## config.mk

```make
export PLATFORM = sky130hd
export DESIGN_NAME = dcache_miss_ctrl
export DESIGN_NICKNAME = d
export VERILOG_FILES = /design/src/rtl/dcache_pkg.sv /design/src/rtl/mem_bus_pkg.sv /design/src/rtl/dcache_miss_ctrl.sv
export VERILOG_INCLUDE_DIRS = /design/src /design/src/include
export SDC_FILE = /design/constraint.sdc
export NUM_CORES = 1
export LEC_CHECK = 0
export ABC_AREA = 1
export BUFFER_PORTS_ARGS = -buffer_cell sky130_fd_sc_hd__buf_4
export CORE_AREA = 3 3 360 362
export CTS_CLUSTER_DIAMETER = 50
export DETAILED_ROUTE_END_ITERATION = 8
export DIE_AREA = 0 0 363 365
export SYNTH_ARGS = -nofsm -noshare
export SYNTH_HDL_FRONTEND = slang
export SYNTH_SLANG_ARGS = --single-unit
```

## constraint.sdc

```tcl
create_clock -name clk -period 4.65 [get_ports clk]
set_input_delay 0.2325 -clock clk [delete_from_list [all_inputs] [get_ports clk]]
set_output_delay 0.2325 -clock clk [all_outputs]
set_load 0.01 [all_outputs]
```

## src/include/dcache_config.svh

```systemverilog
`ifndef DCACHE_CONFIG_SVH
`define DCACHE_CONFIG_SVH

// address and word
`define ADDR_SIZE 32
`define DATA_SIZE 32

// address fields, tag | index | offset
`define TAG_SIZE 20
`define INDEX_SIZE 7
`define OFFSET_SIZE 5

// byte offset within a word, bank select above it
`define BYTE_BITS 2
`define BANK_BITS 3
`define WSTRB_SIZE 4

// geometry
`define BANK_NUM 8
`define SET_SIZE 128

`define TAGV_SIZE 21 // valid on top of tag

`endif
```

## src/rtl/dcache_pkg.sv

```systemverilog
package dcache_pkg;

    typedef enum logic {
        op_load  = 1'b0,
        op_store = 1'b1
    } op_e;

    // miss handling sequence of the controller
    typedef enum logic [2:0] {
        lookup,
        writeback,      // dirty victim out
        refill_req,
        refill_wait,
        store_commit    // retire cycle after a way write
    } state_e;

endpackage

```

## src/rtl/mem_bus_pkg.sv

```systemverilog
`include "dcache_config.svh"

package mem_bus_pkg;

    typedef logic [`DATA_SIZE-1:0] word_t;

    // bank 0 sits in the low word
    typedef logic [`BANK_NUM*`DATA_SIZE-1:0] line_t;

    // read size on the bus, only rd_line is issued by the cache
    typedef enum logic [2:0] {
        rd_byte = 3'b000,
        rd_half = 3'b001,
        rd_word = 3'b010,
        rd_line = 3'b100
    } rd_type_e;

endpackage

```

## src/rtl/dcache_miss_ctrl.sv

```systemverilog
`include "dcache_config.svh"

module dcache_miss_ctrl (
    input  logic                         clk,
    input  logic                         reset,
    input  logic                         req_valid,
    input  dcache_pkg::op_e              req_op,
    input  logic [`TAG_SIZE-1:0]         req_tag,
    input  logic [`INDEX_SIZE-1:0]       req_index,
    input  logic [`BANK_BITS-1:0]        req_bank,
    input  logic [`TAGV_SIZE-1:0]        tag_valid0,
    input  logic [`TAGV_SIZE-1:0]        tag_valid1,
    input  mem_bus_pkg::line_t           line0,
    input  mem_bus_pkg::line_t           line1,
    input  logic                         rd_rdy,
    input  logic                         wr_rdy,
    input  logic                         ret_valid,
    output logic                         stall,
    output logic                         hit,
    output logic                         hit_way,
    output logic                         fill_way,
    output logic                         refill_now,
    output logic                         store_now,
    output logic                         way_wr_en0,
    output logic                         way_wr_en1,
    output logic [`BANK_NUM-1:0]         wr_bank_mask,
    output logic                         rd_req,
    output mem_bus_pkg::rd_type_e        rd_type,
    output logic [`ADDR_SIZE-1:0]        rd_addr,
    output logic                         wr_req,
    output logic [`ADDR_SIZE-1:0]        wr_addr,
    output logic [`WSTRB_SIZE-1:0]       wr_wstrb,
    output mem_bus_pkg::line_t           wr_data
);

    dcache_pkg::state_e   state;
    dcache_pkg::state_e   state_next;
    logic [`SET_SIZE-1:0] lru;      // way used last, victim is the other one
    logic [`SET_SIZE-1:0] dirty0;
    logic [`SET_SIZE-1:0] dirty1;
    logic                 hit0;
    logic                 hit1;
    logic                 victim_dirty;
    logic [`TAG_SIZE-1:0] victim_tag;

    assign hit0 = tag_valid0[`TAG_SIZE] && tag_valid0[`TAG_SIZE-1:0] == req_tag;
    assign hit1 = tag_valid1[`TAG_SIZE] && tag_valid1[`TAG_SIZE-1:0] == req_tag;

    assign hit        = state == dcache_pkg::lookup && req_valid && (hit0 || hit1);
    assign hit_way    = hit1;
    assign store_now  = hit && req_op == dcache_pkg::op_store;
    assign refill_now = state == dcache_pkg::refill_wait && ret_valid;

    assign fill_way     = ~lru[req_index];
    assign victim_dirty = fill_way ? dirty1[req_index] : dirty0[req_index];
    assign victim_tag   = fill_way ? tag_valid1[`TAG_SIZE-1:0] : tag_valid0[`TAG_SIZE-1:0];

    assign way_wr_en0   = (store_now && !hit_way) || (refill_now && !fill_way);
    assign way_wr_en1   = (store_now && hit_way) || (refill_now && fill_way);
    assign wr_bank_mask = refill_now ? {`BANK_NUM{1'b1}}
                                     : {{(`BANK_NUM-1){1'b0}}, 1'b1} << req_bank;

    always_comb begin
        stall      = 1'b1;
        state_next = state;
        case (state)
            dcache_pkg::lookup: begin
                stall = req_valid && (!(hit0 || hit1) || req_op == dcache_pkg::op_store);
                if (req_valid && !(hit0 || hit1)) begin
                    state_next = victim_dirty ? dcache_pkg::writeback : dcache_pkg::refill_req;
                end else if (store_now) begin
                    state_next = dcache_pkg::store_commit;
                end
            end
            dcache_pkg::writeback: if (wr_rdy) state_next = dcache_pkg::refill_req;
            dcache_pkg::refill_req: if (rd_rdy) state_next = dcache_pkg::refill_wait;
            dcache_pkg::refill_wait: if (ret_valid) state_next = dcache_pkg::store_commit;
            default: begin
                stall      = 1'b0; // request retires, next one may enter
                state_next = dcache_pkg::lookup;
            end
        endcase
    end

    always_ff @(posedge clk) begin
        if (reset) begin
            state  <= dcache_pkg::lookup;
            lru    <= '0;
            dirty0 <= '0;
            dirty1 <= '0;
        end else begin
            state <= state_next;
            if (hit || refill_now) begin
                lru[req_index] <= refill_now ? fill_way : hit_way;
            end
            // refill of a load leaves the line clean
            if (way_wr_en0) dirty0[req_index] <= req_op == dcache_pkg::op_store;
            if (way_wr_en1) dirty1[req_index] <= req_op == dcache_pkg::op_store;
        end
    end

    // bus requests held by the state until accepted
    assign wr_req   = state == dcache_pkg::writeback;
    assign wr_addr  = {victim_tag, req_index, {`OFFSET_SIZE{1'b0}}};
    assign wr_wstrb = {`WSTRB_SIZE{1'b1}};
    assign wr_data  = fill_way ? line1 : line0;
    assign rd_req   = state == dcache_pkg::refill_req;
    assign rd_type  = mem_bus_pkg::rd_line;
    assign rd_addr  = {req_tag, req_index, {`OFFSET_SIZE{1'b0}}};

endmodule

```

==> run_results.csv <==
group,metric,value,unit
clock_tree,cts_hold_buf,0,
clock_tree,clk_path_buf_depth,3,
route,wl_met2,101000,um
worst_setup_path,ff2ff_setup_slack,1.38,ns
clock_tree,cts_tree,"built",
route,routed_wl,212000,um
worst_hold_path,min_path_type,"primary input to register",
yosys,ys_types,33,
yosys,synth_simple_gate_area_share,45.8,%
yosys,synth_top_family_by_area,"simple AND/OR/NAND/NOR gates",
place,post-dp-hpwl,172000,um
place,place_congestion,1.06,
yosys,synth_compound_area_share,11.4,%
die,chipWidth,363,um
worst_setup_path,r2r-start,"state[0]",
route,antenna_left,0,
route,vias_per_cell,4.68,
route,vias,33300,
route,drt_pre_antenna_iters,6,
place,io_buffers,918,
worst_setup_path,r2r_cells,10,
worst_setup_path,critPathLaunch,"req_index[0]",
layout,fillers,14500,
layout,nNetsFinal,5987,
clock_tree,cts_sinks,387,
place,dpl-instance-area,33900,um^2
job,maxCapViolCount,0,
route,drc_errors,0,
clock_tree,post-cts-setup-buffer-count,0,
clock_tree,cts_made_buffers,49,
worst_setup_path,critPathMaxFanout,65,
yosys,ys_seq_area_share,30.4,%
yosys,avgSynthCellArea,5.46,um^2
timing,slew_violations,0,
worst_setup_path,crit_required,4.42,ns
route,m1WireLength,78200,um
timing,post-route-min-period,3.83,ns
pwr,ir_drop,301,uV
grt,grt-ovfl-total,0,
grt,grt_use_total,30.2,%
die,die_height,365,um
clock_tree,cts-root-buf,"clkbuf_16",
yosys,synth_top_area_cell,"nand2_1",
clock_tree,clk_pin_slew,0.06,ns
yosys,synth-seq-cells,387,
timing,rsz0062_at_grt,"false",
route,wl_met3,18300,um
timing,final.period_utilization,82.5,%
worst_setup_path,path_class,"primary input to output pin",
yosys,muxShareOfSynthArea,0,%
timing,tightest_slew,1.17,ns
clock_tree,clk_latency,0.61,ns
yosys,synth_area,25500,um^2
timing,clock.fmax,261,MHz
grt,grt_pass1_vias,30300,
yosys,synth_xor_area_share,0.412,%
yosys,syn_inst,4669,
timing,slew_headroom,21.0,%
pwr,p_per_area,291,nW/um^2
die,dieArea,132000,um^2
pwr,leakage,0.0175,uW
grt,grt_start_max_net_pins,155,
route,drt-initial-drc-count,3218,
route,wl_per_cell,29.8,um
worst_setup_path,critPathCaptureType,"output pin",
yosys,yosysTopAreaCellShare,34.0,%
outcome,run_status,"completed",
die,fp-row-count,131,
grt,antenna_found_initial,26,
timing,finalSetupViolCount,0,
timing,fin_setup_tns,0,ns
worst_setup_path,reg2reg_to,"dirty0[77]",
die,core-area,127000,um^2
layout,syn_to_final_growth,39.7,%
worst_setup_path,startpoint_type,"primary input",
worst_hold_path,whs_path_depth,5,
layout,drive_gt1_share,20.4,%
worst_setup_path,arrival,3.60,ns
yosys,ys_warn_count,0,
die,start_util,20.1,%
yosys,synth_area_leaders,"nand2_1 34%, dfxtp_1 30%, a21oi_1 7.6%",
timing,hold_viol_final,0,
clock_tree,cts-htree-levels,2,
grt,grt_pass1_wl,271000,um
die,ios,936,
clock_tree,cts_resized,0,
timing,skew,0.0205,ns
layout,fin_area,35600,um^2
route,highest_layer,"met5",
yosys,synth_fa_ha_area_share,0,%
worst_setup_path,crit_path_end,"wr_data[114]",
pwr,power,10400,uW
[state kept, by name, summed over array words and instances (netlist names)]
signal	count
lru	128
state	3
dirty1	128
dirty0	128
[cells in the final DEF (no fill, tap or decap), drive strengths merged, types with 9 or more instances in the layout]
master  instances
clkbuf         66
buf          1004
a21oi         388
diode          13
dfxtp         387
conb           17
o21ai         182
nand2        2311
inv           360
nand3         298
clkinv         14
nor2          353
xnor2           9
[power by group]
part	switching, uW	total, uW	internal [uW]
clock network	1580	3940	2360
logic	2110	3090	978
registers	13.6	3340	3330
total	3710	10400	6660
[worst max-delay path, cell delays in order]
cell      delay (ns)
buf_6           0.35
inv_4           0.07
buf_4           0.30
nand2_1         0.14
nand2_1         0.06
nand2_1         0.06
nand2_1         0.07
nand2_1         0.06
nand2_1         0.10
nand2_1         0.07
nand2_1         0.14
o21bai_2        0.26
nand4_4         0.28
buf_12          0.28
nand2_1         0.56
nand2_1         0.19
buf_4           0.19
[how the worst min path moves through the flow]
stage	from	to	slack (ns)
floorplan	dirty1[126]	dirty1[126]	0.44
global placement	dirty1[102]	dirty1[102]	0.45
detailed placement	dirty1[9]	dirty1[9]	0.45
CTS	rd_rdy	state[2]	0.01
global route	rd_rdy	state[2]	0.05
finish	rd_rdy	state[2]	0.05
[metal layers]
layer	vias to the layer above	global-route usage, %
met4	20	16.9
met1	15700	33.3
met5	-	2.58
li1	15800	-
met3	219	9.61
met2	1477	51.3
[through the flow]
stage	worst slack, ns	hold slack [ns]	instances	util [%]
4_1_cts	0.856	0.0118	7095	28.0
5_1_grt	0.675	0.0453	7101	28.0
3_3_place_gp	0.848	0.446	7007	26.7
6_report	0.816	0.0538	7108	28.0
2_1_floorplan	2.36	0.439	4684	-
3_5_place_dp	0.783	0.451	7007	26.7
[cells by family after synthesis]
group | count (synthesis)
AND/OR/NAND/NOR | 2988
buffers and inverters | 704
AO/OA/AOI/OAI | 576
flip-flops | 387
XOR/XNOR | 12
other | 2
[Yosys cell counts (all sizes together)]
| cell | n |
|---|---|
| xnor2 | 9 |
| nor3 | 8 |
| inv | 359 |
| nor2 | 353 |
| o22ai | 1 |
| a31oi | 1 |
| o2111ai | 1 |
| nand4 | 8 |
| xor2 | 3 |
| or2 | 6 |
| conb | 2 |
| nand3 | 298 |
| nor4 | 2 |
| o21a | 1 |
| nand2 | 2311 |
| clkbuf | 144 |
| clkinv | 2 |
| o211ai | 1 |
| a21oi | 388 |
| nor3b | 2 |
| o21bai | 1 |
| dfxtp | 387 |
| o21ai | 182 |
| buf | 199 |
[layout make-up]
cell class,count,area [um^2],share of cell area (%)
well taps,1662,2080,5.84
multi-input cells,3593,14800,41.5
inverters,361,1360,3.82
repair buffers,1004,7930,22.3
clock inverters,22,283,0.794
diodes,13,32.5,0.0914
clock buffers,66,1370,3.85
flip-flops and latches,387,7750,21.8
Note: power is estimated with default switching activity, not from simulation.
