$ cat config.mk
export PLATFORM = sky130hd
export DESIGN_NAME = dcache_req_decode
export DESIGN_NICKNAME = d
export VERILOG_FILES = /design/src/rtl/dcache_pkg.sv /design/src/rtl/mem_bus_pkg.sv /design/src/rtl/dcache_req_decode.sv
export VERILOG_INCLUDE_DIRS = /design/src /design/src/include
export SDC_FILE = /design/constraint.sdc
export NUM_CORES = 1
export LEC_CHECK = 0
export BUFFER_PORTS_ARGS = -buffer_cell sky130_fd_sc_hd__buf_4
export CAP_MARGIN = 20
export CORE_AREA = 5 5 90 92
export DETAILED_ROUTE_END_ITERATION = 8
export DIE_AREA = 0 0 95 97
export GPL_TIMING_DRIVEN = 0
export PLACE_DENSITY = 0.59
export SYNTH_ARGS = -nofsm -noshare
export SYNTH_HDL_FRONTEND = slang
export SYNTH_SLANG_ARGS = --single-unit
export TNS_END_PERCENT = 30
$ cat constraint.sdc
create_clock -name clk -period 2.3 [get_ports clk]
set_input_delay 0.46 -clock clk [delete_from_list [all_inputs] [get_ports clk]]
set_output_delay 0.46 -clock clk [all_outputs]
set_load 0.02 [all_outputs]
$ cat src/include/dcache_config.svh
`ifndef DCACHE_CONFIG_SVH
`define DCACHE_CONFIG_SVH

// address and word
`define ADDR_SIZE 32
`define DATA_SIZE 32

// address fields, tag | index | offset
`define TAG_SIZE 20
`define INDEX_SIZE 7
`define OFFSET_SIZE 5

// byte offset within a word, bank select above it
`define BYTE_BITS 2
`define BANK_BITS 3
`define WSTRB_SIZE 4

// geometry
`define BANK_NUM 8
`define SET_SIZE 128

`define TAGV_SIZE 21 // valid on top of tag

`endif
$ cat src/rtl/dcache_pkg.sv
package dcache_pkg;

    typedef enum logic {
        op_load  = 1'b0,
        op_store = 1'b1
    } op_e;

    // miss handling sequence of the controller
    typedef enum logic [2:0] {
        lookup,
        writeback,      // dirty victim out
        refill_req,
        refill_wait,
        store_commit    // retire cycle after a way write
    } state_e;

endpackage

$ cat src/rtl/mem_bus_pkg.sv
`include "dcache_config.svh"

package mem_bus_pkg;

    typedef logic [`DATA_SIZE-1:0] word_t;

    // bank 0 sits in the low word
    typedef logic [`BANK_NUM*`DATA_SIZE-1:0] line_t;

    // read size on the bus, only rd_line is issued by the cache
    typedef enum logic [2:0] {
        rd_byte = 3'b000,
        rd_half = 3'b001,
        rd_word = 3'b010,
        rd_line = 3'b100
    } rd_type_e;

endpackage

$ cat src/rtl/dcache_req_decode.sv
`include "dcache_config.svh"

module dcache_req_decode (
    input  logic                     clk,
    input  logic                     reset,
    input  logic                     valid,
    input  dcache_pkg::op_e          op,
    input  logic [`ADDR_SIZE-1:0]    addr,
    input  logic [`WSTRB_SIZE-1:0]   wstrb,
    input  mem_bus_pkg::word_t       wdata,
    input  logic                     stall,
    output logic                     addr_ok,
    output logic                     req_valid,
    output dcache_pkg::op_e          req_op,
    output logic [`TAG_SIZE-1:0]     req_tag,
    output logic [`INDEX_SIZE-1:0]   req_index,
    output logic [`BANK_BITS-1:0]    req_bank,
    output logic [`WSTRB_SIZE-1:0]   req_wstrb,
    output mem_bus_pkg::word_t       req_wdata,
    output logic [`INDEX_SIZE-1:0]   rd_index
);

    logic ready; // low through reset and the first cycle after it

    always_ff @(posedge clk) begin
        if (reset) begin
            ready     <= 1'b0;
            req_valid <= 1'b0;
        end else begin
            ready <= 1'b1;
            if (!stall) begin
                req_valid <= valid && addr_ok;
            end
        end
    end

    always_ff @(posedge clk) begin
        if (!stall) begin
            req_op    <= op;
            req_tag   <= addr[`ADDR_SIZE-1 -: `TAG_SIZE];
            req_index <= addr[`OFFSET_SIZE +: `INDEX_SIZE];
            req_bank  <= addr[`BYTE_BITS +: `BANK_BITS];
            req_wstrb <= wstrb;
            req_wdata <= wdata;
        end
    end

    assign addr_ok  = ready && !stall;
    // keep the way read on the held set while stalled
    assign rd_index = stall ? req_index : addr[`OFFSET_SIZE +: `INDEX_SIZE];

endmodule

==> results summary, run 1 <==
The area of the die is a little over 0.009 sq mm. Setup repair after global routing left no endpoint under its margin. The power density of the placed cells came out at between 700 and 800 mW/mm^2. The clock tree buffer depth is 2.

The number of ports placed on the die boundary is around 150. The final weighted congestion in routability-driven placement is roughly 0.74. The peak supply drop came out at between 400 and 500 uV.

The number of flops mapped to enable cells by yosys came out at 60. The H-tree generated during clock tree synthesis spans 3 levels. The cell count after synthesis is between 80 and 90. The floorplan die height came out at around 97 um. The total count of max-transition violations in the final report is 0. In the final layout, the share of cells above drive strength 1 is 0.6951.

Wires add up to approximately 5.3 mm. In this run the post-CTS setup repair buffer count came out at 0. The headroom to the max-slew limit came out at 0.5663. The multi-input combinational cells in the finished layout cover a total of 103.9 sq um. In this run the cell area of the synthesized design comes to roughly 0.0021 sq mm.

Yosys instantiated no cell more often than edfxtp_1. The remaining number of nets flagged by the antenna check after routing is 0. In this run the worst path has a maximum fanout of 10. The largest total area in the synthesized netlist belongs to edfxtp_1. The worst-case clock skew came out at approximately 0.39 ps. The xor/xnor share of the synthesized area is 0.

The final cell area excluding filler cells is around 0.0035 sq mm. The flow ran to the end, and the final reports show no timing, DRC or antenna violations. The count of fill cells added during filler insertion is 669.

The share of synthesized area in the top cell type comes to 0.8561. In this run the static leakage power is 1.513 nW. For this run the aggregate overflow at the end of global routing stands at 0. TritonCTS created 9 clock buffers. The cell sitting at the root of the clock tree is a clkbuf_8. Ranked by total cell area, the synthesized netlist is headed by edfxtp_1 (86%), dfxtp_1 (8.6%), mux2_2 (3.7%). The synthesized net count is between 150 and 200. Entering global routing, the biggest net connects 32 pins. The slew at the pin closest to its max-slew limit came out at between 600 and 700 ps. The antenna diode instance count came out at 0. The share of the core filled with cells came out at 0.4921.

The first detailed-routing pass took 3 iterations. Counting flops with an async set or reset pin after synthesis yields a share of 0. The path class of the tightest hold or removal check is input pin to register.

The number of global-route vias before repair is approximately 1,500. STA classifies the critical path endpoint as an output pin. The number of max-cap violations is 0.

The combined flip-flop and latch cell area is a little under 0.002 sq mm. After detailed routing, the number of vias per cell comes to around 4.0. The layout overhead on the synthesized area came out at 66.88%.

Of the synthesized area, sequential elements account for 0.9417. By area, the combinational part of the netlist is dominated by multiplexers. The total of flip-flops plus latches after synthesis is 69. In the global route stage, overall resource usage came out at 0.1169. The placeable core area is between 0.007 and 0.008 sq mm. In this run, post-CTS hold repair placed 0 buffers.

The post-synthesis compound-gate area fraction is 0.002378. Static timing analysis puts the maximum clock frequency at ~0.60 GHz. The fraction of the mapped netlist area in adder cells is 0. The number of instances resized during post-cts repair came out at 0. In the synthesized netlist, the cells that appear most often are edfxtp_1 (60), dfxtp_1 (9), mux2_2 (7), inv_1 (2).

The number of nets in the finished design came out at 314. TritonCTS built the clock tree. The count of unresolved DRC violations after routing came out at 0. The global-route wire length before repair came out at slightly below 8 mm. The total number of yosys warnings is 0. The number of distinct standard cells referenced by the synthesized netlist came out at 9. The post-synthesis area per instance came out at 25.36 sq um. The post-route fraction of the period consumed by the critical path came out at 0.7277. At the later pin of the worst-skew pair, clock insertion delay measures ~330 ps. The data arrival at the endpoint of the critical path came out at roughly 1200 ps. The clock sink total came out at between 60 and 70. Among all flip-flop cells after synthesis, the most frequent one is edfxtp_1. The die boundary width came out at 95 um. The row count came out at 31. STA classifies the critical path startpoint as an input pin. The minimum period implied by the final worst setup slack came out at between 1500 and 2000 ps. The number of violations reported at the end of detailed-routing iteration 0 came out at 36.

Setup violations remaining at the end of the flow were counted as 0. The count of buffers inserted at the top-level ports is 146. The number of antenna violations at the first check in global routing came out at 0. The simple-gate share of the synthesized area is 0.009512. The number of hold violations in the final report came out at 0. For this configuration, the core starts out at a cell density of 0.2949. Summing all placed instances gives a cell area of between 0.003 and 0.004 sq mm. The average wire per cell in the routed design is 15.37 um.

The post-layout total power is about 2.8 mW. The portion of synthesized area spent on multiplexers is 0.03746. The required time reported for the critical path endpoint is between 1500 and 2000 ps. The setup path with the least slack is of type input pin to output pin. The number of vias after detailed routing is between 1,000 and 1,500. The clock-pin slew on the worst setup and hold paths is approximately 70 ps.
path summary, 6_finish.rpt:
path	endpoint	from	cells after the start	slack [ps]
hold / removal	ready	reset	2	280
hold reg to reg	req_valid	ready	2	480
setup reg to reg	req_index[0]	req_index[0]	1	1560
setup / recovery	rd_index[2]	stall	4	630
flip-flops by register name, summed over array words and instances, names as in the netlist:
register and flops:
req_wdata 32, req_tag 20, req_index 7, req_wstrb 4, req_bank 3, ready 1
req_op 1, req_valid 1
cell type report:
class	instances	share of cell area
Sequential cell	69	0.5643
Timing Repair Buffer	147	0.3178
Clock buffer	11	0.04026
Tap cell	99	0.03527
Multi-Input combinational cell	11	0.02957
Clock inverter	5	0.007481
Buffer	1	0.003206
Inverter	2	0.002138
logic make-up after synthesis:
family | after synthesis
AO/OA/AOI/OAI | 1
multiplexers | 7
flip-flops | 69
AND/OR/NAND/NOR | 3
buffers and inverters | 3
worst max-delay path: stages:
cell,delay [ps]
buf_4,90
buf_6,130
mux2_2,360
buf_4,160
layout by cell type (no fill, tap or decap), types with 3 or more instances in the layout:
cell | netlist | layout
buf_4 | 0 | 146
clkinv_2 | 0 | 3
mux2_2 | 7 | 7
dfxtp_1 | 9 | 9
clkbuf_8 | 0 | 10
edfxtp_1 | 60 | 60
routing by layer:
layer	routed length, um	track usage	vias up
met3	746	0.07836	11
li1	-	-	635
met4	126	0.06659	0
met2	2709	0.1931	85
met1	1721	0.1042	655
met5	0	0	-
metrics by stage:
stage	hold WS [ps]	std cells	worst slack (ps)	TNS, ps
finish	279.2	345	626.2	0
global route	256.0	345	593.4	0
CTS	255.4	345	620.2	0
detailed placement	471.5	329	455.8	0
global placement	446.4	328	-507.9	-30370
floorplan	450.0	83	130.9	0
where the power goes:
part	internal, mW	switching, mW	total, mW
registers	1.47	0.0304	1.50
logic	0.223	0.232	0.456
clock network	0.412	0.426	0.837
total	2.10	0.688	2.79
(Power assumes the default switching activity.)
==> inputs of run 2 (changes only) <==
ABC_AREA = 1   (was not set)
PLACE_DENSITY = 0.57   (was 0.59)
clock period = 1.65 ns   (was 2.3 ns; I/O delays follow)
==> run 2 against run 1 <==
  * Power rose by 50%
  * Synthesized cell count grew 18%
  * Routed wire length increased by 6.1%
  * Count of clock-buffer cells in the layout fell by 1
  * Area after synthesis is 0.48% higher
  * Flip-flop and latch count did not move
  * Utilization increased by 0.53 points
  * First-iteration DRC count is 8.3% lower
  * Critical path depth increased by 1
  * Highest routed layer unchanged
==> results summary, run 2 <==
The area share of the leading cell type in the synthesized netlist is 0.8521 (-0.004053). The average wire per cell in the routed design came out at 15.73 um (+2.3%). The latest clock arrival within the worst-skew pair is 330 ps (about the same). The clock-pin slew on the worst setup and hold paths came to 70 ps (about the same). The cell count after synthesis came out at 98 (+18%). The total of flip-flops plus latches after synthesis was 69 (unchanged). The total cell area at the placement stage was 0.003327 sq mm (-0.52%). Ranked by total cell area, the synthesized netlist is headed by edfxtp_1 (85%), dfxtp_1 (8.5%), nand2_1 (3.9%). The H-tree depth reported by CTS came to 3 (unchanged).

The count of buffers inserted at the top-level ports was 145 (-0.68%). The worst hold slack came to 153.3 ps (-125.9 ps). The final weighted congestion in routability-driven placement is 0.6707 (-9.7%). The slew at the pin closest to its max-slew limit is 333.4 ps (-316.2 ps). Summed over all instances, the cell type with the most area after synthesis is edfxtp_1. The detail-routed via count per cell came out at 4.014 (about the same). The number of CTS-inserted buffers is 9 (unchanged). The overall routing resource usage was 0.1222 (+0.005292). The wire-length estimate of the detail-placed layout is about 4.2 mm. The clock tree buffer depth came out at 2 (unchanged). The flow ran to the end, and the final reports show no timing, DRC or antenna violations. The count of unresolved DRC violations after routing came out at 0 (unchanged).

The number of flops mapped to enable cells by yosys came to 60 (unchanged). The worst hold path belongs to the class input pin to register. The number of nets in the finished design is 327 (+4.1%). TritonCTS built the clock tree. The number of antenna violations at the first check in global routing is 0 (unchanged). The count of fill cells added during filler insertion was 645 (-3.6%). req_wdata holds more flip-flops than any other register. The post-synthesis area per instance is 21.58 sq um (-15%). The number of flip-flops in the largest register was 32 (unchanged).

The total count of max-transition violations in the final report came to 0 (unchanged). The count of hold-fix buffers inserted at cts came out at 0 (unchanged). The row count is 31 (unchanged). The clock sink total came out at 69 (unchanged). The remaining number of nets flagged by the antenna check after routing is 0 (unchanged).

The post-route fraction of the period consumed by the critical path came out at 0.8871. The largest net degree at the start of global routing is 69 (+120%). The part of the Yosys area used for sequential elements came to 0.9373 (-0.004458). The post-synthesis async set-or-reset flop share came to 0 (unchanged). The kind of start point of the critical path is an input pin. The setup slack of the worst register-to-register path is 1040 ps (-520 ps). The peak supply drop is 461.5 uV (+6.4%).

In this run the most used layer during global routing was met2. The number of max-cap violations came out at 0 (unchanged). The share of the core filled with cells came out at 0.4974 (+0.005259).

The minimum period implied by the final worst setup slack is about 1500 ps. The largest fanout on the critical path was 68 (+58). Ranked by instance count, the synthesized netlist is headed by edfxtp_1 (60), nand2_1 (22), dfxtp_1 (9), inv_1 (2). The global route total overflow is 0 (unchanged). The initial core utilization was 0.2963 (+0.001403). The number of hold violations in the final report came out at 0 (unchanged). The tree is rooted in a clkbuf_8. The global-route track usage on met2 came out at 0.1979 (+0.004881). The worst-case clock skew came out at 3.824 ps (+3.438 ps). The data arrival at the endpoint of the critical path is 1130 ps (-80 ps). The endpoint of the worst-slack reg-to-reg timing path is req_valid.

The required time reported for the critical path endpoint was 1320 ps (-520 ps). The routing usage on met1 is 0.1251 (+0.02088). The total number of yosys warnings is 0 (unchanged). The static leakage power is 1.563 nW (+3.3%). The layout overhead on the synthesized area is 67.87%. The die boundary width came out at 95 um (unchanged). The power density of the placed cells is 1180 mW/mm^2 (+48%).

The total negative slack was 0 ps (unchanged). The number of ports placed on the die boundary is 149 (unchanged). The area of the die came out at 0.009215 sq mm (unchanged). The final cell area excluding filler cells came out at 0.003550 sq mm (+1.1%). The headroom to the max-slew limit is 0.7778 (+0.2114). The global routing usage on met3 is 0.08068 (+0.002327).

The element type at the critical path end is an output pin. The number of global-route vias before repair is 1,541 (+1.3%). Setup repair after global routing left no endpoint under its margin. The number of cells in the design after placement came out at 342 (+4.0%). The post-synthesis instance area came out at 0.002115 sq mm (+0.48%). The setup violation total in the final timing report is 0 (unchanged).

The floorplan die height came out at 97 um (unchanged). The placeable core area came out at 0.007137 sq mm (unchanged). The number of detailed-route iterations in the first pass is 4 (+1). The number of violations reported at the end of detailed-routing iteration 0 is 33 (-8.3%). The depth of the worst register-to-register path is 2 (+1). The synthesized net count came out at 171 (+9.6%). For hold timing, the worst endpoint is ready.

The aggregate routed wire length came out at 5.630 mm (+6.1%). Leaving out fill and tap cells, the most frequent cell in the layout is buf_4. The fraction of layout cells with a size suffix above 1 came out at 0.6332 (-0.06192). Timing would allow up to between 0.6 and 0.7 GHz. The antenna diode instance count came out at 0 (unchanged). In the layout the commonest cells are buf_4 (145), edfxtp_1 (60), nand2_1 (22).

The global-route wire length before repair came to 8.224 mm (+5.8%). For this run, the leading register cell type out of synthesis is edfxtp_1. The number of distinct standard cells referenced by the synthesized netlist is 9 (unchanged). The critical path is of the input pin to output pin type. In the post-synthesis netlist, the cell with the most instances is edfxtp_1. The largest registers in the layout are req_wdata: 32 flops, req_tag: 20 flops, req_index: 7 flops. The number of vias after detailed routing came out at 1,437 (+3.7%).

The hold path depth came out at 2 (unchanged). The startpoint identified for the worst register-to-register timing path is ready. The final standard cell count with taps included and fillers excluded is 358 (+3.8%). The worst min-delay path startpoint is reset.
[run 2: worst max-delay path, cell delays in order]
cell and delay (ps):
buf_6 140, clkinv_8 260, nand2_1 170, nand2_1 80
buf_4 160
[run 2: layer usage]
layer	routed length, um	share of wire	vias to the layer above
li1	-	-	669
met1	2090	0.37	661
met2	2600	0.46	101
met3	873	0.16	6
met4	65	0.012	0
met5	0	0	-
[run 2: kinds of logic after synthesis]
group                  Yosys count  share of synthesized area
AND/OR/NAND/NOR                 24                    0.04556
flip-flops                      69                     0.9373
buffers and inverters            4                    0.01302
AO/OA/AOI/OAI                    1                   0.004143
[run 2: how the worst max path moves through the flow]
stage / start / end / cells past startpoint
floorplan: stall / rd_index[0] / 4
finish: stall / rd_index[5] / 5
detailed placement: stall / rd_index[5] / 5
global placement: stall / rd_index[5] / 5
global route: stall / rd_index[2] / 5
CTS: stall / rd_index[2] / 5
[run 2: power breakdown]
group / internal (mW) / switching [mW]
Clock: 0.852 / 0.634
Combinational: 0.292 / 0.326
Sequential: 2.05 / 0.0403
Total: 3.19 / 1.00
[run 2: what timing repair did]
item	in CTS	in global routing
buffers inserted	0	0
resized for setup	1	0
setup endpoints to repair	7	0
[run 2: per-stage QoR]
stage | setup slack [ps] | power (mW)
2_1_floorplan | 245.3 | 2.374
3_3_place_gp | -83.44 | 2.743
3_5_place_dp | -93.51 | 2.754
4_1_cts | 151.1 | 4.253
5_1_grt | 60.93 | 4.385
6_report | 186.2 | 4.189
[run 2: final cells by class]
type                            count  area, sq um  share of cell area
Multi-Input combinational cell     25        105.1             0.02961
Clock buffer                       10        127.6             0.03595
Inverter                            3        23.77            0.006697
Buffer                              1        11.26            0.003172
Sequential cell                    69         1982              0.5583
Clock inverter                      6        87.58             0.02467
Tap cell                           99        123.9             0.03490
Timing Repair Buffer              145         1089              0.3067
